### src/logic/conv_pkg.sv
package conv_pkg;

    // Layer geometry
    localparam int NUM_CHANNELS  = 8;
    localparam int KERNEL_TAPS   = 5;
    localparam int NUM_FILTERS   = 4;
    localparam int REQUANT_SHIFT = 8;
    localparam int ACT_MAX       = 127;

    localparam int SAMPLE_W = 8;
    localparam int CHAN_W   = KERNEL_TAPS * SAMPLE_W;  // One channel, all taps
    localparam int DOT_W    = 19;
    localparam int ACC_W    = 22;

    typedef logic [SAMPLE_W-1:0]              sample_t;
    typedef logic signed [SAMPLE_W-1:0]       weight_t;
    typedef logic [CHAN_W-1:0]                coef_t;         // Tap 0 in low byte
    typedef logic [CHAN_W-1:0]                chan_window_t;  // Tap 0 in low byte
    typedef logic [NUM_CHANNELS*CHAN_W-1:0]   window_t;       // Channel 0 in low bits
    typedef logic signed [DOT_W-1:0]          dot_t;
    typedef logic signed [ACC_W-1:0]          acc_t;
    typedef logic signed [SAMPLE_W-1:0]       act_t;
    typedef logic [$clog2(NUM_FILTERS)-1:0]   filter_idx_t;

    typedef enum logic {
        IDLE,
        ISSUE
    } ctrl_state_t;

    // Weights per filter and channel, listed tap 4 down to tap 0
    localparam coef_t FILTER_WEIGHTS [NUM_FILTERS][NUM_CHANNELS] = '{
        '{  // Filter 0
            {-8'sd34,  -8'sd9,   -8'sd55,  -8'sd13,  8'sd16},
            {-8'sd41,  8'sd40,   8'sd38,   8'sd4,    -8'sd42},
            {-8'sd1,   -8'sd18,  8'sd45,   -8'sd4,   -8'sd50},
            {8'sd19,   -8'sd23,  8'sd35,   -8'sd45,  8'sd22},
            {8'sd31,   8'sd47,   8'sd30,   8'sd26,   8'sd31},
            {-8'sd37,  -8'sd29,  -8'sd20,  -8'sd5,   -8'sd28},
            {8'sd53,   -8'sd1,   8'sd15,   -8'sd36,  8'sd28},
            {-8'sd20,  -8'sd28,  -8'sd13,  8'sd29,   -8'sd40}
        },
        '{  // Filter 1
            {-8'sd10,  8'sd43,   8'sd54,   -8'sd25,  8'sd41},
            {8'sd12,   8'sd4,    -8'sd12,  -8'sd16,  8'sd3},
            {-8'sd73,  8'sd40,   8'sd52,   8'sd24,   -8'sd35},
            {8'sd42,   -8'sd29,  -8'sd22,  8'sd4,    -8'sd4},
            {-8'sd37,  8'sd62,   8'sd9,    -8'sd42,  -8'sd12},
            {-8'sd4,   8'sd19,   8'sd27,   8'sd48,   -8'sd31},
            {-8'sd54,  -8'sd14,  -8'sd23,  -8'sd58,  -8'sd73},
            {8'sd39,   -8'sd53,  -8'sd14,  -8'sd45,  8'sd56}
        },
        '{  // Filter 2
            {-8'sd56,  8'sd7,    -8'sd22,  8'sd12,   -8'sd4},
            {8'sd9,    8'sd6,    8'sd26,   8'sd34,   8'sd17},
            {-8'sd53,  8'sd35,   8'sd67,   -8'sd56,  -8'sd10},
            {8'sd24,   -8'sd44,  8'sd59,   -8'sd61,  8'sd57},
            {-8'sd29,  8'sd30,   8'sd31,   -8'sd30,  8'sd0},
            {8'sd9,    8'sd4,    8'sd20,   8'sd37,   8'sd17},
            {8'sd52,   -8'sd27,  -8'sd24,  -8'sd32,  -8'sd14},
            {-8'sd24,  -8'sd48,  8'sd23,   -8'sd7,   8'sd14}
        },
        '{  // Filter 3
            {8'sd26,   -8'sd102, 8'sd40,   -8'sd64,  -8'sd28},
            {8'sd36,   8'sd7,    8'sd67,   8'sd10,   8'sd2},
            {-8'sd18,  8'sd9,    8'sd6,    -8'sd17,  8'sd70},
            {8'sd60,   -8'sd3,   -8'sd9,   8'sd17,   -8'sd48},
            {-8'sd40,  -8'sd41,  -8'sd28,  8'sd0,    -8'sd29},
            {8'sd0,    -8'sd38,  -8'sd71,  -8'sd72,  -8'sd111},
            {8'sd57,   -8'sd29,  8'sd49,   8'sd18,   -8'sd22},
            {8'sd2,    -8'sd15,  8'sd58,   -8'sd10,  -8'sd19}
        }
    };

endpackage

### src/logic/requant_sat.sv
`timescale 1ns/10ps

module requant_sat (
    input  logic                                            clk,
    input  logic                                            rst,
    input  logic                                            issue_valid,
    input  conv_pkg::filter_idx_t                           issue_filter,
    input  logic [conv_pkg::NUM_CHANNELS*conv_pkg::DOT_W-1:0] dots,
    input  logic                                            out_ready,
    output logic                                            advance,
    output logic                                            out_valid,
    output conv_pkg::act_t                                  out_act,
    output conv_pkg::filter_idx_t                           out_filter
);

    import conv_pkg::*;

    logic        tag_valid;   // Matches the channel_mac registers
    filter_idx_t tag_filter;
    acc_t        acc;
    acc_t        shifted;
    act_t        sat;

    assign advance = !out_valid || out_ready;  // Output empty or leaving now

    always_comb begin
        dot_t d;
        acc = '0;
        for (int c = 0; c < NUM_CHANNELS; c++) begin
            d   = dots[c*DOT_W +: DOT_W];
            acc = acc + acc_t'(d);
        end
        shifted = acc >>> REQUANT_SHIFT;
        if (shifted > ACT_MAX)
            sat = act_t'(ACT_MAX);
        else if (shifted < -ACT_MAX)
            sat = act_t'(-ACT_MAX);  // Symmetric clamp, -128 never appears
        else
            sat = shifted[SAMPLE_W-1:0];
    end

    always_ff @(posedge clk) begin
        if (rst) begin
            tag_valid <= 1'b0;
            out_valid <= 1'b0;
        end else if (advance) begin
            tag_valid <= issue_valid;
            out_valid <= tag_valid;
        end
    end

    always_ff @(posedge clk) begin
        if (advance) begin
            tag_filter <= issue_filter;
            out_act    <= sat;
            out_filter <= tag_filter;
        end
    end

    a_hold_on_stall: assert property (@(posedge clk) disable iff (rst)
        out_valid && !out_ready |=> out_valid && $stable(out_act) && $stable(out_filter));

    a_no_min_act: assert property (@(posedge clk) disable iff (rst)
        out_valid |-> out_act != -8'sd128);

endmodule

### config.mk
export PLATFORM = sky130hd
export DESIGN_NAME = requant_sat
export DESIGN_NICKNAME = d
export VERILOG_FILES = /design/src/logic/conv_pkg.sv /design/src/logic/requant_sat.sv
export SDC_FILE = /design/constraint.sdc
export NUM_CORES = 1
export LEC_CHECK = 0
export BUFFER_PORTS_ARGS = -buffer_cell sky130_fd_sc_hd__clkbuf_2
export CELL_PAD_IN_SITES_DETAIL_PLACEMENT = 1
export CELL_PAD_IN_SITES_GLOBAL_PLACEMENT = 2
export CORE_ASPECT_RATIO = 2
export CORE_MARGIN = 5
export CORE_UTILIZATION = 33
export DETAILED_ROUTE_END_ITERATION = 16
export PLACE_DENSITY_LB_ADDON = 0.05
export SYNTH_ARGS = -nofsm -noshare
export SYNTH_HDL_FRONTEND = slang
export SYNTH_SLANG_ARGS = --single-unit
### constraint.sdc
create_clock -name clk -period 10.3 [get_ports clk]
set_clock_uncertainty 0.15 [all_clocks]
set_input_delay 1.545 -clock clk [delete_from_list [all_inputs] [get_ports clk]]
set_output_delay 1.545 -clock clk [all_outputs]
set_load 0.05 [all_outputs]
* Word level (Yosys, flattened, before mapping)
Index checks and enable logic that the tools add are counted.
Storage, ports and cells: flip-flop bits (word level) 14, input bits 158, output and inout port bits 12, logic and storage cells 19
Cells by class: add/sub/neg operators 7, order comparisons 2, muxes and demuxes 1, reductions and logical operators 3
Operators by type and width (count):
- 22-bit by 19-bit adder with 22-bit output | 4
- 21-bit by 19-bit adder with 22-bit output | 1
- 20-bit by 19-bit adder with 21-bit output | 1
- 19-bit by 19-bit adder with 20-bit output | 1
- 14-bit by 8-bit > comparator with 1-bit output, second input constant | 1
- 14-bit by 8-bit < comparator with 1-bit output, second input constant | 1
- 8-bit 2-to-1 mux | 1
- 2-bit OR reduction | 1
- 1-bit zero test | 1
- 1-bit logical OR | 1

* Longest topological paths before layout
depth after elaboration 9, depth in mapped cells 18

* Worst setup path before layout
No wires, ideal clock.
path type input port to flip-flop, from input dots[12] (netlist bit), to register out_act[0] (data pin), setup time 259 ps, data arrival time 5936 ps, required time 9891 ps, slack 3956 ps, stages 17, buffers on the path 0, cells stage by stage inv_1 > fa_1 > inv_1 > fa_1 > fa_1 > inv_1 > fa_1 > inv_1 > ha_1 > a21o_1 > a21o_1 > a2111oi_4 > o31ai_2 > xnor2_2 > nand2_1 > o41a_1 > a211o_1
On the way: longest elaborated chain between the ends 9
Ends and longest elaborated chain:
- start: declaration | line requant_sat.sv:8 | input logic [conv_pkg::NUM_CHANNELS*conv_pkg::DOT_W-1:0] dots,
- 19-bit by 19-bit adder with 20-bit output * | line requant_sat.sv:31 | acc = acc + acc_t'(d);
- 20-bit by 19-bit adder with 21-bit output * | line requant_sat.sv:31
- 21-bit by 19-bit adder with 22-bit output * | line requant_sat.sv:31
- 22-bit by 19-bit adder with 22-bit output * (4 in series) | line requant_sat.sv:31
- 14-bit by 8-bit > comparator with 1-bit output or 14-bit by 8-bit < comparator with 1-bit output (tied branches) | line requant_sat.sv:34, requant_sat.sv:36
- 2-bit OR reduction (no source line) *
- end signal: assignment | line requant_sat.sv:55 | out_act <= sat;
- end: declaration | line requant_sat.sv:12 | output conv_pkg::act_t out_act,
Mark *: on every way between the ends. The rest lies on a longest branch, timed or not. A chain may end at the register's enable or synchronous reset.

* Final worst setup path
from input dots[12] (netlist bit), to register out_act[3] (data pin)
On the way: longest elaborated chain between the ends 9
Ends and longest elaborated chain:
- 19-bit by 19-bit adder with 20-bit output * | line requant_sat.sv:31
- 20-bit by 19-bit adder with 21-bit output * | line requant_sat.sv:31
- 21-bit by 19-bit adder with 22-bit output * | line requant_sat.sv:31
- 22-bit by 19-bit adder with 22-bit output * (4 in series) | line requant_sat.sv:31
- 14-bit by 8-bit < comparator with 1-bit output | line requant_sat.sv:36 | else if (shifted < -ACT_MAX)
- 8-bit 2-to-1 mux | line requant_sat.sv:36
Marks and branches as above.

==> flow_metrics.env <==
export IMPL_status="completed"
export IMPL_drt_iter0_drc=41
export IMPL_htreeDepth=1
export IMPL_dr_max_layer_used="met4"
export IMPL_syn_num_nets=835
export IMPL_critPathTopFamily="adder cells"
export IMPL_layout_min_cycle_time_ns=6.665
export IMPL_cpPeakStageDelay_ns=0.55
export IMPL_ant_nets=0
export IMPL_cp_arrival_ns=6.47
export IMPL_worstSkewPairLatency_ns=0.24
export IMPL_worstSetupStartpointType="input pin"
export IMPL_cts_sinks=14
export IMPL_cts_root_buf="clkbuf_16"
export IMPL_finalSetupViolCount=0
export IMPL_max_slew_margin=0.5660
export IMPL_max_freq_mhz=150.0
export IMPL_fp_dieH_um=182.3
export IMPL_start_util=0.3325
export IMPL_dpl_hpwl_mm=11.60
export IMPL_ys_ff_latch=14
export IMPL_synth_top_area_cell="fa_1"
export IMPL_fin_setup_tns_ns=0
export IMPL_grt_pass1_vias=4829
export IMPL_drc=0
export IMPL_coreArea_um2=14740
export IMPL_wl_met1_mm=3.325
export IMPL_vias=3964
export IMPL_grt_max_degree=16
export IMPL_met2_length_mm=7.773
export IMPL_post_cts_buffers=0
export IMPL_yosysUniqueCellTypes=60
export IMPL_rr_worst_depth=3
export IMPL_rsz0062_at_grt="false"
export IMPL_viasPerCell=4.375
export IMPL_die_area_um2=17540
export IMPL_drive_gt1_frac=0.2686
export IMPL_numPortBuffers=169
export IMPL_crit_fanout=6
export IMPL_area_delta_synth_final_pct=23.77
export IMPL_min_path_cells=0
export IMPL_slew_violations=0
export IMPL_synthCells=541
export IMPL_wire_per_inst_um=13.07
export IMPL_cts_tree="yes"
export IMPL_min_delay_start="tag_filter[1]"
export IMPL_r2r_start="out_valid"
export IMPL_reg2reg_slack_ns=8.96
export IMPL_hold_buffers=0
export IMPL_worstMarginPinSlew_ns=0.6510
export IMPL_grt_usage=0.1442
export IMPL_crit_buf_inv=5
export IMPL_die_x_um=96.17
export IMPL_hp_class="reg2reg"
export IMPL_ys_warn_count=0
export IMPL_postSynthAreaPerCell_um2=9.059
export IMPL_critical_path_class="in2reg"
export IMPL_synth_async_reset_ratio=0
export IMPL_worst_ep_required_time_ns=10.10
export IMPL_hold_end="out_filter[1]"
export IMPL_end_kind="register"
export IMPL_rr_endpoint="tag_valid"
export IMPL_synth_area_um2=4901
export IMPL_io_pins=170
export IMPL_synth_main_ff_cell="edfxtp_1"
export IMPL_antenna_found_initial=0
export IMPL_slowest_stage="fa_1"
export IMPL_n_fill_cell=1853
export IMPL_final_nets=1006
export IMPL_yosysMostFrequentCell="inv_1"
export IMPL_placementRows=63
export IMPL_path_cells="clkbuf_2, inv_1, fa_1, inv_1, fa_1, fa_1, inv_1, fa_1, inv_1, ha_1, a21o_1, a21o_1, a2111oi_4, o31ai_2, xnor2_2, nand2_1, o41ai_2, a22oi_1"
export IMPL_route_met3_wl_um=481
export IMPL_cts_buffer_depth=2
export IMPL_hold_violations=0
export IMPL_overflow=0
export IMPL_wirelength_mm=11.84
export IMPL_synth_area_top_cells="fa_1 47%, inv_1 19%, edfxtp_1 7.4%"
export IMPL_cts_made_buffers=3
export IMPL_crit_cells=18
export IMPL_synth_edff_count=12
export IMPL_cap_violations=0
export IMPL_seq_area_frac_synth=0.08170
export IMPL_grt_pass1_wl_mm=20.18
export IMPL_synth_top_cells_by_count="252 x inv_1, 115 x fa_1, 21 x ha_1"
export IMPL_first_pass_iters=4
export IMPL_fin_crit_sh=0.6471
export IMPL_synth_top_cell_area_share=0.4697
export IMPL_place_gp_congestion=0.8053
export IMPL_path_clk_slew_ns=0.04
export IMPL_n_antenna_cell=0
export IMPL_cts_resized=0
[cells by family after synthesis]
family                     synth area share
buffers and inverters                0.1958
muxes                              0.004085
xor gates and xnor gates            0.01940
and+or+nand+nor                     0.06127
AOI/OAI and AO/OA                    0.1144
adders and majority gates            0.5234
DFF                                 0.08170
[worst max path at each step]
stage	startpoint	end	slack [ns]
after CTS	dots[9]	out_act[0]	3.63
after detailed placement	dots[9]	out_act[0]	3.38
final	dots[12]	out_act[3]	3.63
after global placement	dots[9]	out_act[0]	3.46
after floorplan	dots[12]	out_act[0]	3.96
after global routing	dots[12]	out_act[3]	3.37
[final cells by class]
class / count / area, um2 / area share
Inverter: 252 / 945.9 / 0.1559
Timing Repair Buffer: 169 / 845.8 / 0.1394
Sequential cell: 14 / 400.4 / 0.06601
Clock buffer: 4 / 88.84 / 0.01465
Tap cell: 195 / 244.0 / 0.04022
Multi-Input combinational cell: 272 / 3541 / 0.5837
[through the flow]
stage,setup WS [ns],instance area [um2],util,hold slack (ns),instances
floorplan,3.956,4901,-,0.2503,541
global placement,3.455,5977,0.4055,0.2547,902
detailed placement,3.384,5977,0.4055,0.2735,902
CTS,3.630,6066,0.4115,0.2842,906
global route,3.373,6066,0.4115,0.3064,906
finish,3.635,6066,0.4115,0.2793,906
[flip-flops by register name (all words and copies together), names as in the netlist]
register / count
out_act: 8
out_filter: 2
tag_filter: 2
out_valid: 1
tag_valid: 1
[layout by cell type, fill, tap and decap left out, drive strengths merged, types with 2 or more instances in the layout]
master | synthesis | routed
a21oi | 15 | 15
a221o | 2 | 2
or2 | 2 | 2
or3 | 2 | 2
o21ai | 8 | 8
mux2i | 2 | 2
ha | 21 | 21
a31oi | 2 | 2
o21bai | 2 | 2
clkbuf | 2 | 173
and2 | 5 | 5
a21o | 4 | 4
nor2b | 2 | 2
and3 | 5 | 5
nor2 | 6 | 6
dfxtp | 2 | 2
xor2 | 4 | 4
edfxtp | 12 | 12
a22oi | 7 | 7
a211oi | 3 | 3
nand2 | 18 | 18
xnor2 | 6 | 6
fa | 115 | 115
o211ai | 5 | 5
nor3 | 4 | 4
nand3 | 6 | 6
nor4 | 2 | 2
a2111oi | 3 | 3
a221oi | 2 | 2
inv | 252 | 252
a21boi | 3 | 3
a211o | 2 | 2
[per-layer routing]
metal | GRT usage | up-vias
met3 | 0.006188 | 14
li1 | - | 1894
met5 | 0 | -
met4 | 0.03364 | 0
met1 | 0.1260 | 1954
met2 | 0.3223 | 102
Power is not shown: default switching activity piles up to over one toggle a cycle in this logic, so the estimate is an artifact.
