<file path="src/logic/conv_pkg.sv">
package conv_pkg;

    // Layer geometry
    localparam int NUM_CHANNELS  = 8;
    localparam int KERNEL_TAPS   = 5;
    localparam int NUM_FILTERS   = 4;
    localparam int REQUANT_SHIFT = 8;
    localparam int ACT_MAX       = 127;

    localparam int SAMPLE_W = 8;
    localparam int CHAN_W   = KERNEL_TAPS * SAMPLE_W;  // One channel, all taps
    localparam int DOT_W    = 19;
    localparam int ACC_W    = 22;

    typedef logic [SAMPLE_W-1:0]              sample_t;
    typedef logic signed [SAMPLE_W-1:0]       weight_t;
    typedef logic [CHAN_W-1:0]                coef_t;         // Tap 0 in low byte
    typedef logic [CHAN_W-1:0]                chan_window_t;  // Tap 0 in low byte
    typedef logic [NUM_CHANNELS*CHAN_W-1:0]   window_t;       // Channel 0 in low bits
    typedef logic signed [DOT_W-1:0]          dot_t;
    typedef logic signed [ACC_W-1:0]          acc_t;
    typedef logic signed [SAMPLE_W-1:0]       act_t;
    typedef logic [$clog2(NUM_FILTERS)-1:0]   filter_idx_t;

    typedef enum logic {
        IDLE,
        ISSUE
    } ctrl_state_t;

    // Weights per filter and channel, listed tap 4 down to tap 0
    localparam coef_t FILTER_WEIGHTS [NUM_FILTERS][NUM_CHANNELS] = '{
        '{  // Filter 0
            {-8'sd34,  -8'sd9,   -8'sd55,  -8'sd13,  8'sd16},
            {-8'sd41,  8'sd40,   8'sd38,   8'sd4,    -8'sd42},
            {-8'sd1,   -8'sd18,  8'sd45,   -8'sd4,   -8'sd50},
            {8'sd19,   -8'sd23,  8'sd35,   -8'sd45,  8'sd22},
            {8'sd31,   8'sd47,   8'sd30,   8'sd26,   8'sd31},
            {-8'sd37,  -8'sd29,  -8'sd20,  -8'sd5,   -8'sd28},
            {8'sd53,   -8'sd1,   8'sd15,   -8'sd36,  8'sd28},
            {-8'sd20,  -8'sd28,  -8'sd13,  8'sd29,   -8'sd40}
        },
        '{  // Filter 1
            {-8'sd10,  8'sd43,   8'sd54,   -8'sd25,  8'sd41},
            {8'sd12,   8'sd4,    -8'sd12,  -8'sd16,  8'sd3},
            {-8'sd73,  8'sd40,   8'sd52,   8'sd24,   -8'sd35},
            {8'sd42,   -8'sd29,  -8'sd22,  8'sd4,    -8'sd4},
            {-8'sd37,  8'sd62,   8'sd9,    -8'sd42,  -8'sd12},
            {-8'sd4,   8'sd19,   8'sd27,   8'sd48,   -8'sd31},
            {-8'sd54,  -8'sd14,  -8'sd23,  -8'sd58,  -8'sd73},
            {8'sd39,   -8'sd53,  -8'sd14,  -8'sd45,  8'sd56}
        },
        '{  // Filter 2
            {-8'sd56,  8'sd7,    -8'sd22,  8'sd12,   -8'sd4},
            {8'sd9,    8'sd6,    8'sd26,   8'sd34,   8'sd17},
            {-8'sd53,  8'sd35,   8'sd67,   -8'sd56,  -8'sd10},
            {8'sd24,   -8'sd44,  8'sd59,   -8'sd61,  8'sd57},
            {-8'sd29,  8'sd30,   8'sd31,   -8'sd30,  8'sd0},
            {8'sd9,    8'sd4,    8'sd20,   8'sd37,   8'sd17},
            {8'sd52,   -8'sd27,  -8'sd24,  -8'sd32,  -8'sd14},
            {-8'sd24,  -8'sd48,  8'sd23,   -8'sd7,   8'sd14}
        },
        '{  // Filter 3
            {8'sd26,   -8'sd102, 8'sd40,   -8'sd64,  -8'sd28},
            {8'sd36,   8'sd7,    8'sd67,   8'sd10,   8'sd2},
            {-8'sd18,  8'sd9,    8'sd6,    -8'sd17,  8'sd70},
            {8'sd60,   -8'sd3,   -8'sd9,   8'sd17,   -8'sd48},
            {-8'sd40,  -8'sd41,  -8'sd28,  8'sd0,    -8'sd29},
            {8'sd0,    -8'sd38,  -8'sd71,  -8'sd72,  -8'sd111},
            {8'sd57,   -8'sd29,  8'sd49,   8'sd18,   -8'sd22},
            {8'sd2,    -8'sd15,  8'sd58,   -8'sd10,  -8'sd19}
        }
    };

endpackage

</file>
<file path="src/logic/channel_mac.sv">
`timescale 1ns/10ps

module channel_mac (
    input  logic                   clk,
    input  logic                   rst,
    input  logic                   advance,
    input  conv_pkg::chan_window_t samples,
    input  conv_pkg::coef_t        coefs,
    output conv_pkg::dot_t         dot
);

    import conv_pkg::*;

    dot_t sum;

    // Five unsigned samples against five signed weights
    always_comb begin
        sample_t            smp;
        weight_t            wgt;
        logic signed [16:0] prod;
        sum = '0;
        for (int t = 0; t < KERNEL_TAPS; t++) begin
            smp  = samples[t*SAMPLE_W +: SAMPLE_W];
            wgt  = coefs[t*SAMPLE_W +: SAMPLE_W];
            prod = $signed({1'b0, smp}) * wgt;  // Zero-extended sample keeps it positive
            sum  = sum + dot_t'(prod);          // 5 x 32640 fits in 19 bits
        end
    end

    always_ff @(posedge clk) begin
        if (rst) begin
            dot <= '0;
        end else if (advance) begin  // Holds along with the output stage
            dot <= sum;
        end
    end

endmodule

</file>
<file path="config.mk">
export PLATFORM = sky130hd
export DESIGN_NAME = channel_mac
export DESIGN_NICKNAME = d
export VERILOG_FILES = /design/src/logic/conv_pkg.sv /design/src/logic/channel_mac.sv
export SDC_FILE = /design/constraint.sdc
export NUM_CORES = 1
export LEC_CHECK = 0
export BUFFER_PORTS_ARGS = -buffer_cell sky130_fd_sc_hd__buf_2
export CAP_MARGIN = 20
export CORE_ASPECT_RATIO = 0.6
export CORE_UTILIZATION = 69
export CTS_CLUSTER_SIZE = 40
export DETAILED_ROUTE_END_ITERATION = 8
export PLACE_DENSITY = 0.95
export SLEW_MARGIN = 20
export SYNTH_ARGS = -nofsm -noshare
export SYNTH_HDL_FRONTEND = slang
export SYNTH_SLANG_ARGS = --single-unit
</file>
<file path="constraint.sdc">
create_clock -name clk -period 13.7 [get_ports clk]
set_clock_uncertainty 0.05 [all_clocks]
set_input_delay 0.685 -clock clk [delete_from_list [all_inputs] [get_ports clk]]
set_output_delay 0.685 -clock clk [all_outputs]
set_load 0.005 [all_outputs]
</file>
## After elaboration in Yosys (flattened, before gate mapping)

Cells that the tools add are included.

- $add $sub $neg: 4
- $mul: 5

Operators by type and width:

| operator | number |
|---|---|
| $mul 9x8->17 | 5 |
| $add 19x17->19 | 2 |
| $add 18x17->19 | 1 |
| $add 17x17->18 | 1 |

- Logic and storage cells: 10
- Bits of input ports: 83
- Bits in registers: 19

## Depth between registers and ports, before layout

Gate-level depths: netlist (run 1).

- Depth in word-level cells: 5
- Mapped depth: 25
- Depth with buffers taken out: 25

## Least setup slack after synthesis (run 1)

No wires, ideal clock.

- Path type: input port to flip-flop
- Start point: input port samples[3]
- End point: register dot[17]
- Data arrival time: 6.914 ns
- Stages on the path: 20
- Path buffers: 1
- Required time: 13.554 ns
- Setup slack: 6.641 ns
- Cell sequence: clkbuf_1 > nand2_1 > fa_1 > inv_1 > fa_1 > inv_1 > fa_1 > fa_1 > inv_1 > fa_1 > fa_1 > fa_1 > fa_1 > fa_1 > ha_1 > a21o_1 > o311ai_4 > a21oi_2 > or4_1 > o311ai_1

- Word-level cells in the longest chain between the ends: 5

RTL lines:

| item | RTL line | source |
|---|---|---|
| start, declared | channel_mac.sv:7 | `input conv_pkg::chan_window_t samples,` |
| $mul 9x8->17 | channel_mac.sv:25 | `prod = $signed({1'b0, smp}) * wgt;` |
| $add 17x17->18 | channel_mac.sv:26 | `sum = sum + dot_t'(prod);` |
| $add 18x17->19 | channel_mac.sv:26 |  |
| $add 19x17->19 (2 in series) | channel_mac.sv:26 |  |
| end signal, assigned | channel_mac.sv:34 | `dot <= sum;` |
| end, declared | channel_mac.sv:9 | `output conv_pkg::dot_t dot` |

No other way between the ends.
A chain may end at the register's enable or synchronous reset.

## Final worst setup path (run 1)

- Start point: input port coefs[7]
- End point: register dot[15]

- Word-level cells in the longest chain between the ends: 5

RTL lines:

| item | RTL line | source |
|---|---|---|
| start, declared | channel_mac.sv:8 | `input conv_pkg::coef_t coefs,` |
| $mul 9x8->17 | channel_mac.sv:25 |  |
| $add 17x17->18 | channel_mac.sv:26 |  |
| $add 18x17->19 | channel_mac.sv:26 |  |
| $add 19x17->19 (2 in series) | channel_mac.sv:26 |  |

No other way between the ends.

==> out/metrics.yaml, run 1 <==
grt_max_degree: 33
cts_tree: "done"
track_usage_pct: 35.3
cts-root-buf: "clkbuf_16"
critical-path-slowest-cell: "fa_1"
worst-slew-pin-transition_ps: 640
syn-instance-count: 1367
cts.sinks: 19
grt_pass1_wl_um: 51600
rows: 38
ys_async_sr_fraction_pct: 0
yosys-top-cells-count: "428 x inv_1, 298 x fa_1, 183 x and2_1, 179 x ha_1, 100 x nand2_1"
cp-start-kind: "input pin"
slew_headroom_pct: 57.3
die_y_um: 107
arrival_ps: 7430
hp-class: "register to register"
rsz0062_at_grt: "false"
dpl.cell_count: 1700
finalHoldWorstSlack_ps: 430
fin_tns_setup_ps: 0
worstPathRequired_ps: 13810
grt_pass1_vias: 10600
syn_area_um2: 12800
status: "completed"
detail_route.wl_per_cell_um: 18.2
place_congestion: 0.950
start_util_pct: 70.6
drtAntennaViolNets: 0
setup_viol: 0
regMostFlops: "dot"
ff2ff_path_depth: 2
drcViolationCount: 0
avgSynthCellArea_um2: 9.34
hold_viol: 0
dr.first_iter.drc_count: 755
ctsResizeCount: 0
synth_fp_nets: 1927
critPathMaxStageDelay_ps: 600
clock_latency_ps: 250
largest_reg_flops: 19
critPathBufInv: 7
hpwl_um: 27800
placeableCoreArea_um2: 18100
ys.warnings.count: 0
yosys.area.top_type: "fa_1"
vias_per_cell: 5.55
yosys_register_bits: 19
reg.largest.list: "dot x19"
synth_seq_area_share_pct: 2.98
stdcell_count: 1704
layout_min_cycle_time_ps: 7320
die_w_um: 178
hp-start: "dot[12]"
antenna_found_initial: 0
clkTransAtPathRegs_ps: 60
cts_max_level: 1
path_max_fanout: 9
dr_total_vias: 9463
r2r_start: "dot[18]"
synth.distinct_cells: 46
grt-ovfl-total: 0
final_cell_area_um2: 13600
r2r_slack_ps: 12850
wirelength_um: 31000
min_to: "dot[12]"
drive_gt1_share_pct: 7.79
path_cells: "buf_2 > inv_1 > fa_1 > inv_1 > fa_1 > fa_1 > fa_1 > inv_1 > fa_1 > inv_1 > fa_1 > fa_1 > inv_1 > fa_1 > inv_1 > ha_1 > ha_1 > o21ai_0 > o21bai_2 > o311ai_4 > o2bb2ai_1 > or4b_1 > o311ai_1"
synth_most_common_cell: "inv_1"
cts_setup_buffers: 0
crit_type: "input pin to register"
cts_buffers: 3
fin_crit_sh_pct: 53.4
r2r-end: "dot[18]"
post_dp_cell_area_um2: 13500
ios: 102
io_buffers: 101
cp_top_family: "adder cells"
area_delta_synth_final_pct: 6.71
die_area_um2: 19100
cap_violations: 0
worstSetupEndpointType: "register"
fin_nets: 2025
max_freq_mhz: 137
synth_edf_count: 0
drtPass1Iterations: 8
cpMostUsedCell: "fa_1"
hold_depth: 2
num_antenna_cells: 0
slew_violations: 0
ys.flop_type: "dfxtp_1"
cts_buffer_depth: 2
synth_top_area_share_pct: 46.7
hold_buffers: 0
synthTopCellsByArea: "fa_1 47%, ha_1 18%, inv_1 13%"
[cell type report]
| cell class | count | area [um^2] |
|---|---|---|
| fillers | 1224 | 4450 |
| flip-flops and latches | 19 | 380 |
| inverters | 429 | 1610 |
| repair buffers | 101 | 505 |
| multi-input cells | 911 | 10700 |
| clock buffers | 3 | 75.1 |
| clock inverters | 1 | 5.00 |
| well taps | 240 | 300 |
[worst reg2reg max path, delay by kind of cell, from the launching register on]
family | cells | cell delay (ps)
compound gates | 1 | 250
flops | 1 | 400
buf+inv | 1 | 60
[layout by cell type (no fill, tap or decap), types with 2 or more instances in the layout]
| master | count |
|---|---|
| and2_1 | 183 |
| inv_1 | 428 |
| a21oi_1 | 9 |
| a211oi_1 | 3 |
| clkbuf_16 | 3 |
| nor2_1 | 41 |
| nand3_1 | 2 |
| nand2_1 | 100 |
| mux2i_1 | 9 |
| nand4b_1 | 3 |
| o21a_1 | 3 |
| or3_1 | 3 |
| o21ai_0 | 4 |
| o2bb2ai_1 | 2 |
| a31oi_1 | 2 |
| ha_1 | 179 |
| nand2b_1 | 16 |
| buf_2 | 101 |
| dfxtp_1 | 19 |
| o21bai_2 | 2 |
| o211ai_1 | 4 |
| nor3b_1 | 2 |
| a21oi_2 | 2 |
| a21o_1 | 5 |
| xor2_1 | 3 |
| fa_1 | 298 |
| xnor2_1 | 12 |
| o311ai_1 | 5 |
| or4b_1 | 3 |
[logic make-up (layout without fill, tap and decap cells)]
logic type               after synthesis  after routing  share of synthesized area (%)
adder cells (fa/ha/maj)              477            477                           64.3
AND/OR/NAND/NOR                      359            359                           15.0
AO/OA/AOI/OAI                         51             51                           3.14
multiplexers                           9              9                          0.706
buffers and inverters                437            534                           12.9
XOR/XNOR                              15             15                           1.03
flip-flops                            19             19                           2.98
[metrics by stage]
step / setup WS (ps) / utilization [%]
floorplan: 6640 / -
global placement: 6400 / 74.9
detailed placement: 6180 / 74.9
CTS: 6410 / 75.4
global route: 6010 / 75.4
finish: 6380 / 75.4
[worst max path at each step]
stage | startpoint | to | slack, ps | cells past startpoint
after global routing | coefs[7] | dot[15] | 6010 | 23
after CTS | coefs[7] | dot[15] | 6410 | 23
after floorplan | samples[3] | dot[17] | 6640 | 20
after detailed placement | coefs[7] | dot[13] | 6180 | 23
after global placement | coefs[31] | dot[17] | 6400 | 20
final | coefs[7] | dot[15] | 6380 | 23
[layer usage]
layer / routed length (um) / vias up / part of all wire, % / track usage (%)
li1: - / 4163 / - / -
met1: 12600 / 4769 / 41 / 49.7
met2: 14500 / 455 / 47 / 56.4
met3: 3230 / 76 / 10 / 7.77
met4: 765 / 0 / 2.5 / 8.00
met5: 0 / - / 0 / 0
Power of run 1 is left out: the tool's default activity adds up to more than one toggle a clock period on the data nets, which glitch-free logic cannot reach.
==> inputs of run 2 (changes only) <==
--- a/config.mk
+++ b/config.mk
@@ -8,7 +8,7 @@
 export BUFFER_PORTS_ARGS = -buffer_cell sky130_fd_sc_hd__buf_2
 export CAP_MARGIN = 20
 export CORE_ASPECT_RATIO = 0.6
-export CORE_UTILIZATION = 69
+export CORE_UTILIZATION = 64
 export CTS_CLUSTER_SIZE = 40
 export DETAILED_ROUTE_END_ITERATION = 8
 export PLACE_DENSITY = 0.95
==> constraint.sdc (replaced) <==
create_clock -name clk -period 7.2 [get_ports clk]
set_clock_uncertainty 0.05 [all_clocks]
set_input_delay 0.36 -clock clk [delete_from_list [all_inputs] [get_ports clk]]
set_output_delay 0.36 -clock clk [all_outputs]
set_load 0.005 [all_outputs]
==> out/metrics.yaml, run 2 (synthesis results as in run 1) <==
status: "completed"
final_common_cell: "inv_1"
die_y_um: 111  # +3.8%
hold_viol: 0  # unchanged
fillCellCount: 1375  # +12%
die_area_um2: 20500  # +7.7%
arrival_ps: 7040  # -390 ps
fin_crit_sh_pct: 96.3
start_util_pct: 66.2  # -4.4 points
track_usage_pct: 32.9  # -2.4 points
clkTransAtPathRegs_ps: 50  # about the same
cts_buffer_depth: 2  # unchanged
placeableCoreArea_um2: 19300  # +6.7%
setup_viol: 0  # unchanged
antenna_found_initial: 0  # unchanged
dr_total_vias: 9445  # -0.19%
fin_util_pct: 71.0  # -4.4 points
fin_nets: 2030  # +0.25%
reg.largest.list: "dot x19"
io_buffers: 101  # unchanged
cts-root-buf: "clkbuf_16"
grt_max_degree: 33  # unchanged
seq_area_um2: 380  # unchanged
ctsResizeCount: 0  # unchanged
fin_tns_setup_ps: 0  # unchanged
grt-ovfl-total: 0  # unchanged
layout_min_cycle_time_ps: 6930
rsz0062_at_grt: "false"
cap_violations: 0  # unchanged
cts_buffers: 3  # unchanged
worstPathRequired_ps: 7310  # -6500 ps
ff2ff_path_depth: 3  # +1
hold_buffers: 0  # unchanged
dr.first_iter.drc_count: 771  # +2.1%
grt_pass1_wl_um: 52000  # +0.88%
largest_reg_flops: 19  # unchanged
fin_ws_ps: 270  # -6110 ps
worst-slew-pin-transition_ps: 657  # +16.4 ps
area_delta_synth_final_pct: 7.26
clock_latency_ps: 260  # about the same
hp-class: "register to register"
multi_input_area_um2: 10700  # unchanged
slew_violations: 0  # unchanged
place_ws_ps: 24.0  # -6150 ps
max_freq_mhz: 144
wirelength_um: 30800  # -0.82%
regMostFlops: "dot"
vias_per_cell: 5.44  # -2.0%
drive_gt1_share_pct: 8.10  # +0.31 points
final_cell_area_um2: 13700  # +0.51%
hold_depth: 2  # unchanged
drtPass1Iterations: 5  # -3
detail_route.wl_per_cell_um: 17.7  # -2.6%
drcViolationCount: 0  # unchanged
ios: 102  # unchanged
cts_setup_buffers: 0  # unchanged
cts_max_level: 1  # unchanged
num_antenna_cells: 0  # unchanged
path_max_fanout: 8  # -1
rows: 39  # +2.6%
cp-start-kind: "input pin"
worstSetupEndpointType: "register"
layout_common_cells: "428 x inv_1, 298 x fa_1, 183 x and2_1"
hpwl_um: 27600  # -0.47%
place_congestion: 0.912  # -3.9%
cts_tree: "done"
die_w_um: 184  # +3.8%
slew_headroom_pct: 56.2  # -1.1 points
cts.sinks: 19  # unchanged
post_dp_cell_area_um2: 13600  # +0.52%
crit_type: "input pin to register"
drtAntennaViolNets: 0  # unchanged
grt_pass1_vias: 10800  # +1.8%
-- run 2: worst max-delay path: stages --
cell and delay [ps]:
buf_2 170, and2_1 200, fa_1 570, inv_1 70
fa_1 460, fa_1 550, inv_1 60, fa_1 490
fa_1 540, fa_1 500, inv_1 50, fa_1 480
inv_1 60, fa_1 440, ha_1 290, ha_1 340
o21ai_0 230, o21bai_2 140, o311ai_4 380, a21oi_2 100
or4_1 470, o311ai_1 80
-- run 2: routing by layer --
metal	vias up	track usage, %	part of all wire, %
li1	4167	-	-
met1	4765	45.3	41
met3	79	5.72	9.0
met2	434	54.5	48
met5	-	0	0
met4	0	8.67	2.6
-- run 2: layout make-up --
class,instances,share of cell area (%)
clock inverters,1,0.0366
repair buffers,106,3.97
well taps,266,2.43
inverters,429,11.8
flip-flops and latches,19,2.78
multi-input cells,911,78.5
clock buffers,3,0.548
-- run 2: path summary, 6_finish.rpt --
path | slack [ps] | end | start
max | 270 | dot[17] | samples[27]
min | 420 | dot[12] | dot[12]
max reg2reg | 6360 | dot[11] | dot[11]
min reg2reg | 420 | dot[12] | dot[12]
-- run 2: through the flow --
step,instances,hold slack (ps)
after floorplan,1367,413
after global placement,1731,405
after detailed placement,1731,414
after CTS,1735,422
after global routing,1735,443
final,1735,417
Power of run 2 is left out for the same reason.
