**config.mk**
```make
export PLATFORM = sky130hd
export DESIGN_NAME = layer_ctrl
export DESIGN_NICKNAME = d
export VERILOG_FILES = /design/src/logic/conv_pkg.sv /design/src/logic/layer_ctrl.sv
export SDC_FILE = /design/constraint.sdc
export NUM_CORES = 1
export LEC_CHECK = 0
export ABC_AREA = 1
export BUFFER_PORTS_ARGS = -buffer_cell sky130_fd_sc_hd__buf_2
export CORE_AREA = 4 4 371 373
export DETAILED_ROUTE_END_ITERATION = 7
export DIE_AREA = 0 0 375 377
export PLACE_DENSITY_LB_ADDON = 0.05
export SLEW_MARGIN = 20
export SYNTH_ARGS = -nofsm -noshare
export SYNTH_HDL_FRONTEND = slang
export SYNTH_SLANG_ARGS = --single-unit
```
**constraint.sdc**
```tcl
create_clock -name clk -period 8.6 [get_ports clk]
set_clock_uncertainty 0.15 [all_clocks]
set_input_delay 0.43 -clock clk [delete_from_list [all_inputs] [get_ports clk]]
set_output_delay 0.43 -clock clk [all_outputs]
set_load 0.02 [all_outputs]
```
**src/logic/conv_pkg.sv**
```systemverilog
package conv_pkg;

    // Layer geometry
    localparam int NUM_CHANNELS  = 8;
    localparam int KERNEL_TAPS   = 5;
    localparam int NUM_FILTERS   = 4;
    localparam int REQUANT_SHIFT = 8;
    localparam int ACT_MAX       = 127;

    localparam int SAMPLE_W = 8;
    localparam int CHAN_W   = KERNEL_TAPS * SAMPLE_W;  // One channel, all taps
    localparam int DOT_W    = 19;
    localparam int ACC_W    = 22;

    typedef logic [SAMPLE_W-1:0]              sample_t;
    typedef logic signed [SAMPLE_W-1:0]       weight_t;
    typedef logic [CHAN_W-1:0]                coef_t;         // Tap 0 in low byte
    typedef logic [CHAN_W-1:0]                chan_window_t;  // Tap 0 in low byte
    typedef logic [NUM_CHANNELS*CHAN_W-1:0]   window_t;       // Channel 0 in low bits
    typedef logic signed [DOT_W-1:0]          dot_t;
    typedef logic signed [ACC_W-1:0]          acc_t;
    typedef logic signed [SAMPLE_W-1:0]       act_t;
    typedef logic [$clog2(NUM_FILTERS)-1:0]   filter_idx_t;

    typedef enum logic {
        IDLE,
        ISSUE
    } ctrl_state_t;

    // Weights per filter and channel, listed tap 4 down to tap 0
    localparam coef_t FILTER_WEIGHTS [NUM_FILTERS][NUM_CHANNELS] = '{
        '{  // Filter 0
            {-8'sd34,  -8'sd9,   -8'sd55,  -8'sd13,  8'sd16},
            {-8'sd41,  8'sd40,   8'sd38,   8'sd4,    -8'sd42},
            {-8'sd1,   -8'sd18,  8'sd45,   -8'sd4,   -8'sd50},
            {8'sd19,   -8'sd23,  8'sd35,   -8'sd45,  8'sd22},
            {8'sd31,   8'sd47,   8'sd30,   8'sd26,   8'sd31},
            {-8'sd37,  -8'sd29,  -8'sd20,  -8'sd5,   -8'sd28},
            {8'sd53,   -8'sd1,   8'sd15,   -8'sd36,  8'sd28},
            {-8'sd20,  -8'sd28,  -8'sd13,  8'sd29,   -8'sd40}
        },
        '{  // Filter 1
            {-8'sd10,  8'sd43,   8'sd54,   -8'sd25,  8'sd41},
            {8'sd12,   8'sd4,    -8'sd12,  -8'sd16,  8'sd3},
            {-8'sd73,  8'sd40,   8'sd52,   8'sd24,   -8'sd35},
            {8'sd42,   -8'sd29,  -8'sd22,  8'sd4,    -8'sd4},
            {-8'sd37,  8'sd62,   8'sd9,    -8'sd42,  -8'sd12},
            {-8'sd4,   8'sd19,   8'sd27,   8'sd48,   -8'sd31},
            {-8'sd54,  -8'sd14,  -8'sd23,  -8'sd58,  -8'sd73},
            {8'sd39,   -8'sd53,  -8'sd14,  -8'sd45,  8'sd56}
        },
        '{  // Filter 2
            {-8'sd56,  8'sd7,    -8'sd22,  8'sd12,   -8'sd4},
            {8'sd9,    8'sd6,    8'sd26,   8'sd34,   8'sd17},
            {-8'sd53,  8'sd35,   8'sd67,   -8'sd56,  -8'sd10},
            {8'sd24,   -8'sd44,  8'sd59,   -8'sd61,  8'sd57},
            {-8'sd29,  8'sd30,   8'sd31,   -8'sd30,  8'sd0},
            {8'sd9,    8'sd4,    8'sd20,   8'sd37,   8'sd17},
            {8'sd52,   -8'sd27,  -8'sd24,  -8'sd32,  -8'sd14},
            {-8'sd24,  -8'sd48,  8'sd23,   -8'sd7,   8'sd14}
        },
        '{  // Filter 3
            {8'sd26,   -8'sd102, 8'sd40,   -8'sd64,  -8'sd28},
            {8'sd36,   8'sd7,    8'sd67,   8'sd10,   8'sd2},
            {-8'sd18,  8'sd9,    8'sd6,    -8'sd17,  8'sd70},
            {8'sd60,   -8'sd3,   -8'sd9,   8'sd17,   -8'sd48},
            {-8'sd40,  -8'sd41,  -8'sd28,  8'sd0,    -8'sd29},
            {8'sd0,    -8'sd38,  -8'sd71,  -8'sd72,  -8'sd111},
            {8'sd57,   -8'sd29,  8'sd49,   8'sd18,   -8'sd22},
            {8'sd2,    -8'sd15,  8'sd58,   -8'sd10,  -8'sd19}
        }
    };

endpackage

```
**src/logic/layer_ctrl.sv**
```systemverilog
`timescale 1ns/10ps

module layer_ctrl (
    input  logic                                             clk,
    input  logic                                             rst,
    input  logic                                             in_valid,
    input  conv_pkg::window_t                                in_window,
    input  logic                                             advance,
    output logic                                             in_ready,
    output logic                                             issue_valid,
    output conv_pkg::filter_idx_t                            issue_filter,
    output conv_pkg::window_t                                issue_window,
    output logic [conv_pkg::NUM_CHANNELS*conv_pkg::CHAN_W-1:0] issue_coefs
);

    import conv_pkg::*;

    ctrl_state_t state;
    filter_idx_t filter_cnt;
    window_t     window_q;

    assign in_ready     = (state == IDLE);
    assign issue_valid  = (state == ISSUE);
    assign issue_filter = filter_cnt;
    assign issue_window = window_q;

    always_ff @(posedge clk) begin
        if (rst) begin
            state      <= IDLE;
            filter_cnt <= '0;
        end else begin
            unique case (state)
                IDLE: begin
                    if (in_valid) begin
                        state      <= ISSUE;
                        filter_cnt <= '0;  // Always start at filter 0
                    end
                end
                ISSUE: begin
                    if (advance) begin  // Current filter taken by the MACs
                        if (filter_cnt == filter_idx_t'(NUM_FILTERS - 1))
                            state <= IDLE;
                        filter_cnt <= filter_cnt + 1'b1;
                    end
                end
                default: state <= IDLE;
            endcase
        end
    end

    always_ff @(posedge clk) begin
        if (in_valid && in_ready)
            window_q <= in_window;
    end

    // Weight lookup for the filter on issue
    always_comb begin
        for (int c = 0; c < NUM_CHANNELS; c++)
            issue_coefs[c*CHAN_W +: CHAN_W] = FILTER_WEIGHTS[filter_cnt][c];
    end

    // No new window until every filter of this one has gone out
    a_busy_after_accept: assert property (@(posedge clk) disable iff (rst)
        in_valid && in_ready |=> !in_ready [*NUM_FILTERS]);

endmodule

```
**Yosys cells after proc, flatten, opt, wreduce, memory -nomap -nowiden**

Index checks and enable logic that the tools add are counted.

- Reductions and logical operators: 2
- Order comparisons: 1
- Eq/ne operators: 3
- $add $sub $neg: 1
- Mux-type cells: 10
- Bitwise operators: 2

Operators by type and width:

| cell | number |
|---|---|
| binary-select mux 320 bit (select 2 bit) | 1 |
| two-way mux 320 bit | 2 |
| two-way mux 2 bit | 2 |
| inequality test 2 bit (second input constant) | 2 |
| one-hot mux 2 bit (2 select lines) | 1 |
| >= comparator 3 bit (second input constant) | 1 |
| two-way mux 1 bit | 3 |
| NOT 2 -> 3 bit | 1 |
| adder 2 x 1 -> 2 bit (second input constant) | 1 |
| equality test 2 bit (second input constant) | 1 |
| one-hot mux 1 bit (2 select lines) | 1 |
| AND reduction 2 bit | 1 |
| logical AND 1 bit | 1 |
| NOT 1 bit | 1 |

- Output and inout port bits: 644
- Word-level logic and storage cells: 22
- Flip-flop bits (word level): 323
- Input bits: 324

**Logic depth before layout (Yosys ltp)**

Gate-level depths: netlist (run 1).

- Depth after elaboration: 4
- Depth in mapped cells: 4
- Depth with buffers taken out: 4

**Worst setup path after synthesis (run 1)**

Ideal clock, no wire load.

- Path type: register -> register
- From: reg state, in the netlist issue_valid
- To: reg window_q[0], in the netlist issue_window[0], enable pin
- Required time: 7780 ps
- Setup time: 670 ps
- Period minus slack after synthesis: 7694 ps
- Data arrival time: 6873 ps
- Buffers on the path: 0
- Path slack: 906 ps
- Stages on the path, launching flop included: 4
- Path through: dfxtp_1 -> inv_1 -> nand2_2 -> inv_1

- Word-level cells in the longest chain between the ends: 2

RTL lines:

| what | RTL line | text |
|---|---|---|
| from (decl) | layer_ctrl.sv:18 | `ctrl_state_t state;` |
| from (signal assigned) | layer_ctrl.sv:29 | `state <= IDLE;` |
| from (signal assigned) | layer_ctrl.sv:35 | `state <= ISSUE;` |
| from (signal assigned) | layer_ctrl.sv:42 | `state <= IDLE;` |
| NOT 1 bit | -- |  |
| via in_ready | layer_ctrl.sv:9 | `output logic in_ready,` |
| logical AND 1 bit | layer_ctrl.sv:52 | `if (in_valid && in_ready)` |
| to (signal assigned) | layer_ctrl.sv:53 | `window_q <= in_window;` |
| to (decl) | layer_ctrl.sv:20 | `window_t window_q;` |

The timed path passes the listed nets, and every way through them passes these cells.
A chain may end at the register's enable or synchronous reset.

**Worst setup path after layout (run 1)**

- From: reg filter_cnt[1], in the netlist issue_filter[1]
- To: out issue_coefs[31] (netlist name)

- Word-level cells in the longest chain between the ends: 4

RTL lines:

| what | RTL line | text |
|---|---|---|
| from (decl) | layer_ctrl.sv:19 | `filter_idx_t filter_cnt;` |
| from (signal assigned) | layer_ctrl.sv:43 | `filter_cnt <= filter_cnt + 1'b1;` |
| NOT 2 -> 3 bit (not written as such) | layer_ctrl.sv:59 | `issue_coefs[c*CHAN_W +: CHAN_W] = FILTER_WEIGHTS[filter_cnt][c];` |
| binary-select mux 320 bit (select 2 bit) | layer_ctrl.sv:59 |  |
| two-way mux 320 bit (2 in a row) | -- |  |
| to (decl) | layer_ctrl.sv:13 | `output logic [conv_pkg::NUM_CHANNELS*conv_pkg::CHAN_W-1:0] issue_coefs` |

No other way between the ends. The select of a mux whose other input is x is not followed.

==> results of run 1 <==
## cells by family after synthesis
logic type      share of synthesized area [%]
buf+inv                                  19.3
simple gates                            0.359
flops                                    79.2
compound gates                          0.226
fa+ha+maj                               0.820
other cells                            0.0615
## layer usage
metal / global-route usage (%) / routed length (um) / up-vias
met5: 0 / 26 / -
met4: 3.24 / 2160 / 4
met3: 3.45 / 5550 / 86
met2: 15.6 / 34100 / 413
met1: 7.53 / 19600 / 4161
li1: - / - / 4085
## critical path, stage by stage (launching register included)
cell,delay (ns)
dfxtp_1,0.71
inv_1,0.53
ha_1,0.83
inv_1,0.40
buf_2,0.27
## synthesized netlist by cell type, drive strengths merged
| cell | n | area share, % |
|---|---|---|
| edfxtp | 320 | 79 |
| buf | 308 | 19 |
| inv | 11 | 0.34 |
| ha | 8 | 0.82 |
| nand2 | 6 | 0.23 |
| a21oi | 3 | 0.18 |
| dfxtp | 3 | 0.49 |
| conb | 2 | 0.062 |
| nand3 | 1 | 0.082 |
| o21ai | 1 | 0.041 |
| or2 | 1 | 0.051 |
## per-stage QoR
stage	hold WS [ns]	instances	power [mW]	worst slack [ns]	cell area (um^2)
after floorplan	0.342	704	2.29	0.906	12400
after global placement	0.456	3105	2.46	5.38	16900
after detailed placement	0.446	3105	2.45	5.23	16900
after CTS	0.303	3514	4.71	4.51	21800
after global routing	0.327	3516	4.79	4.14	21800
final	0.381	3517	4.55	4.66	21800
## what timing repair did
| action | CTS | global route |
|---|---|---|
| hold buffers | 325 | 0 |
| hold endpoints to repair | 323 | 0 |
| setup buffers | 0 | 0 |
## area by class of cell
class | count | area (um^2) | area share (%)
Sequential cell | 323 | 9670 | 44.4
Tap cell | 1781 | 2230 | 10.2
Clock inverter | 25 | 313 | 1.44
Timing Repair Buffer | 1253 | 7920 | 36.4
Antenna cell | 3 | 7.51 | 0.0345
Multi-Input combinational cell | 62 | 329 | 1.51
Inverter | 11 | 48.8 | 0.224
Clock buffer | 59 | 1260 | 5.80
## power by group
part | switching, mW | internal (mW)
sequential | 0.0238 | 1.84
combinational | 0.418 | 0.249
clock | 0.802 | 1.22
## state kept, by name, indices dropped and copies added, names as in the netlist
| register | flops |
|---|---|
| issue_valid | 1 |
| issue_filter | 2 |
| issue_window | 320 |
## how the worst min path moves through the flow
stage	start	endpoint	slack, ns	depth (start not counted)
after floorplan	rst	issue_filter[1]	0.34	1
after global placement	in_window[203]	issue_window[203]	0.46	1
after detailed placement	issue_valid	issue_valid	0.45	2
after CTS	in_window[203]	issue_window[203]	0.30	2
after global routing	in_window[120]	issue_window[120]	0.33	2
final	in_window[120]	issue_window[120]	0.38	2
==> impl_metrics.toml, run 1 <==
[run_status]
status = "finished clean"

[timing]
grt_setup_unrepaired = "false"
max-slew-margin-rel_pct = 37.6
setup-tns-final_ns = 0
finalMaxSlewViolations = 0
post-route-period-util_pct = 45.9
post-route-min-period_ns = 3.94
max_freq_mhz = 254
setup_violations = 0
hold_viol = 0
worst_pin_slew_ns = 0.935

[cts]
clk_pin_slew_worst_paths_ns = 0.06
ctsResizeCount = 0
cts-root-buf = "clkbuf_16"
cts_tree = "done"
clock_latency_ns = 0.60
clockBufferDepth = 3
htreeDepth = 2
cts.sinks = 323
cts_buffers = 48

[drt]
num_vias = 8749
drt_iter0_drc = 247
drc_errors = 0
routed_wl_mm = 61.4
ant_nets = 0
dr.pass1.iters = 4
routed_via_density = 2.49
wl_per_cell_um = 17.5

[synthesis]
ys_types = 14
synth.avg_cell_area_um2 = 18.4
syn-cell-area_um2 = 12200
synth_cells = 664
synth-seq-area-share_pct = 79.2
ys_seq_elements = 323
ys_warn_count = 0

[die]
die_h_um = 377
pin_count = 968
die_x_um = 375
initial_core_util_pct = 9.06
core_area_um2 = 135000
die-area_um2 = 141000
num_rows = 135

[setup_path]
cp-end-kind = "output port"
reg2reg_slack_ns = 5.45
critical_path_required_ns = 8.02
reg2reg_to = "issue_filter[1]"
cp_max_fo = 34
crit_type = "flop to output port"
crit_path_start = "issue_filter[1]"
rr_worst_depth = 5
worstPathArrival_ns = 3.36
rr_startpoint = "issue_filter[1]"
crit_path_end = "issue_coefs[31]"
critPathLaunchType = "flop"

[finish]
final_nets = 2031
area_growth_pct = 78.5
final_common_cell = "buf_2"
layout-drive-gt1-share_pct = 57.8
final_cell_mix = "925 x buf_2, 325 x dlygate4sd3_1, 320 x edfxtp_1"
fillers = 15077
finalCoreUtilization_pct = 16.2

[global_route]
antenna_found_initial = 9
grt_overflow = 0
grt_pass1_wl_mm = 79.6
track_usage_pct = 8.14
grt_pass1_vias = 9482
grt_max_degree = 132

[place]
gp_congestion = 0.715
dp.final_hpwl_mm = 49.0
io_buffers = 925

[hold_path]
worstHoldPathType = "input pin to flop"

[power_and_ir_drop]
max-vdd-ir-drop_uv = 142
leakagePower_nw = 9.05
cellPowerDensity_nw_per_um2 = 209

[run]
max_cap_viol_count = 0
Power figures use the tool's default switching activity.
==> inputs of run 2 (changes only) <==
--- a/config.mk
+++ b/config.mk
@@ -7,9 +7,9 @@
 export LEC_CHECK = 0
 export ABC_AREA = 1
 export BUFFER_PORTS_ARGS = -buffer_cell sky130_fd_sc_hd__buf_2
-export CORE_AREA = 4 4 371 373
+export CORE_AREA = 4 4 380 382
 export DETAILED_ROUTE_END_ITERATION = 7
-export DIE_AREA = 0 0 375 377
+export DIE_AREA = 0 0 384 386
 export PLACE_DENSITY_LB_ADDON = 0.05
 export SLEW_MARGIN = 20
 export SYNTH_ARGS = -nofsm -noshare
==> constraint.sdc (replaced) <==
create_clock -name clk -period 3.5 [get_ports clk]
set_clock_uncertainty 0.15 [all_clocks]
set_input_delay 0.175 -clock clk [delete_from_list [all_inputs] [get_ports clk]]
set_output_delay 0.175 -clock clk [all_outputs]
set_load 0.02 [all_outputs]
==> run 2 against run 1 <==
  * Global-route usage decreased by 0.14 points
  * Register-to-register slack lost 4.1 ns
  * Die area is 4.8% higher
  * Final cell count grew 3.6%
  * Sequential power is 150% higher
  * Critical path depth increased by 2
  * Non-clock buffer count grew 10
==> impl_metrics.toml, run 2 (synthesized netlist as in run 1, its figures left out) <==
[drt]
num_vias = 8836
routed_via_density = 2.43
wl_per_cell_um = 17.5
routed_wl_mm = 63.6
drt_iter0_drc = 267
dr.pass1.iters = 4
drc_errors = 0
ant_nets = 0

[finish]
area_growth_pct = 79.9
final_common_cell = "buf_2"
layout-drive-gt1-share_pct = 57.8
final_cell_mix = "925 x buf_2, 325 x dlygate4sd3_1, 320 x edfxtp_1"
final_nets = 2042
finalNonFillerCells = 3643
largest_reg_flops = 320
finalCoreUtilization_pct = 15.6

[setup_path]
crit_path_start = "issue_filter[1]"
reg2reg_to = "issue_filter[1]"
reg2reg_slack_ns = 1.35
cp_max_fo = 34
critical_path_required_ns = 3.17
cp-end-kind = "output port"
rr_startpoint = "issue_filter[1]"
rr_worst_depth = 7
worstPathArrival_ns = 2.35
crit_type = "flop to output port"
crit_path_end = "issue_coefs[221]"
critPathLaunchType = "flop"

[die]
initial_core_util_pct = 8.65
pin_count = 968
core_area_um2 = 141000
die-area_um2 = 148000
die_h_um = 386
die_x_um = 384
num_rows = 138

[place]
dp.final_hpwl_mm = 51.5
dp_worst_setup_slack_ns = 1.41
gp_congestion = 0.709
io_buffers = 925
dp_cells = 3224

[power_and_ir_drop]
switching_share_pct = 27.9
switchingPower_mw = 3.07
cellPowerDensity_nw_per_um2 = 501
seqPwrFrac_pct = 41.6
power_frac_clock_pct = 43.3
max-vdd-ir-drop_uv = 321
leakagePower_nw = 9.06
power_frac_comb_pct = 15.1
p_int_mw = 7.92

[cts]
ctsResizeCount = 0
cts_setup_buffers = 0
clk_pin_slew_worst_paths_ns = 0.06
clock_latency_ns = 0.60
clockBufferDepth = 3
cts_tree = "done"
cts_buffers = 49
cts-root-buf = "clkbuf_16"
htreeDepth = 2
cts.sinks = 323
cts_hold_buf = 325

[global_route]
grt_max_degree = 133
grt_overflow = 0
grt_pass1_wl_mm = 81.6
grt_pass1_vias = 9605
antenna_found_initial = 7
track_usage_pct = 8.00

[timing]
worst_pin_slew_ns = 0.985
fin_ws_ns = 0.825
setup_violations = 0
setup-tns-final_ns = 0
grt_setup_unrepaired = "false"
hold_viol = 0
finalMaxSlewViolations = 0
max_freq_mhz = 374
post-route-period-util_pct = 76.4
max-slew-margin-rel_pct = 34.4
post-route-min-period_ns = 2.67

[hold_path]
worstHoldPathType = "input pin to flop"

[run]
max_cap_viol_count = 0

[run_status]
status = "finished clean"
[run 2: cell count changes in the layout (fill, tap and decap cells not counted), sizes merged]
cell / previous run / this run
diode: 3 / 6
buf: 928 / 938
clkinvlp: 2 / 5
clkinv: 17 / 10
bufinv: 6 / 2
clkbuf: 59 / 71
[run 2: final cells by class]
class | count | area, um^2
tap | 1890 | 2360
multi-input combinational | 62 | 334
fill | 15855 | 119000
clock inverter | 17 | 169
inverter | 11 | 50.0
sequential | 323 | 9670
timing repair buffer | 1263 | 8020
antenna | 6 | 15.0
clock buffer | 71 | 1330
[run 2: through the flow]
step                      hold slack, ns  cell area [um^2]  power, mW
after global routing              0.0579             21900       11.6
final                              0.118             22000       11.0
after global placement             0.202             17200       6.06
after floorplan                   0.0874             12400       5.60
after detailed placement           0.203             17200       6.04
after CTS                         0.0355             21900       11.4
[run 2: worst max-delay path: stages, from the launching register on]
cell and delay [ns]:
dfxtp_1 0.31, inv_1 0.06, buf_4 0.27, ha_1 0.28
buf_4 0.20, inv_1 0.35, buf_2 0.26
[run 2: power groups by stage]
stage          logic [mW]  registers (mW)  clock network [mW]
2_1_floorplan       0.632            4.96                   0
3_3_place_gp         1.40            4.66                   0
5_1_grt              1.78            4.59                5.25
4_1_cts              1.73            4.58                5.11
3_5_place_dp         1.39            4.65                   0
6_report             1.66            4.57                4.76
[run 2: layer usage]
| metal | vias to the layer above | part of all wire (%) | global-route usage [%] |
|---|---|---|---|
| met4 | 0 | 2.7 | 2.66 |
| met3 | 75 | 8.9 | 3.27 |
| met5 | - | 0 | 0 |
| met2 | 424 | 57 | 15.7 |
| met1 | 4219 | 31 | 7.36 |
| li1 | 4118 | - | - |
[run 2: worst min path at each step]
| stage | startpoint | to | depth (start not counted) |
|---|---|---|---|
| 6_report | in_window[102] | issue_window[102] | 2 |
| 5_1_grt | in_window[65] | issue_window[65] | 2 |
| 4_1_cts | in_window[165] | issue_window[165] | 2 |
| 3_5_place_dp | in_window[8] | issue_window[8] | 1 |
| 3_3_place_gp | in_window[191] | issue_window[191] | 1 |
| 2_1_floorplan | rst | issue_filter[1] | 1 |
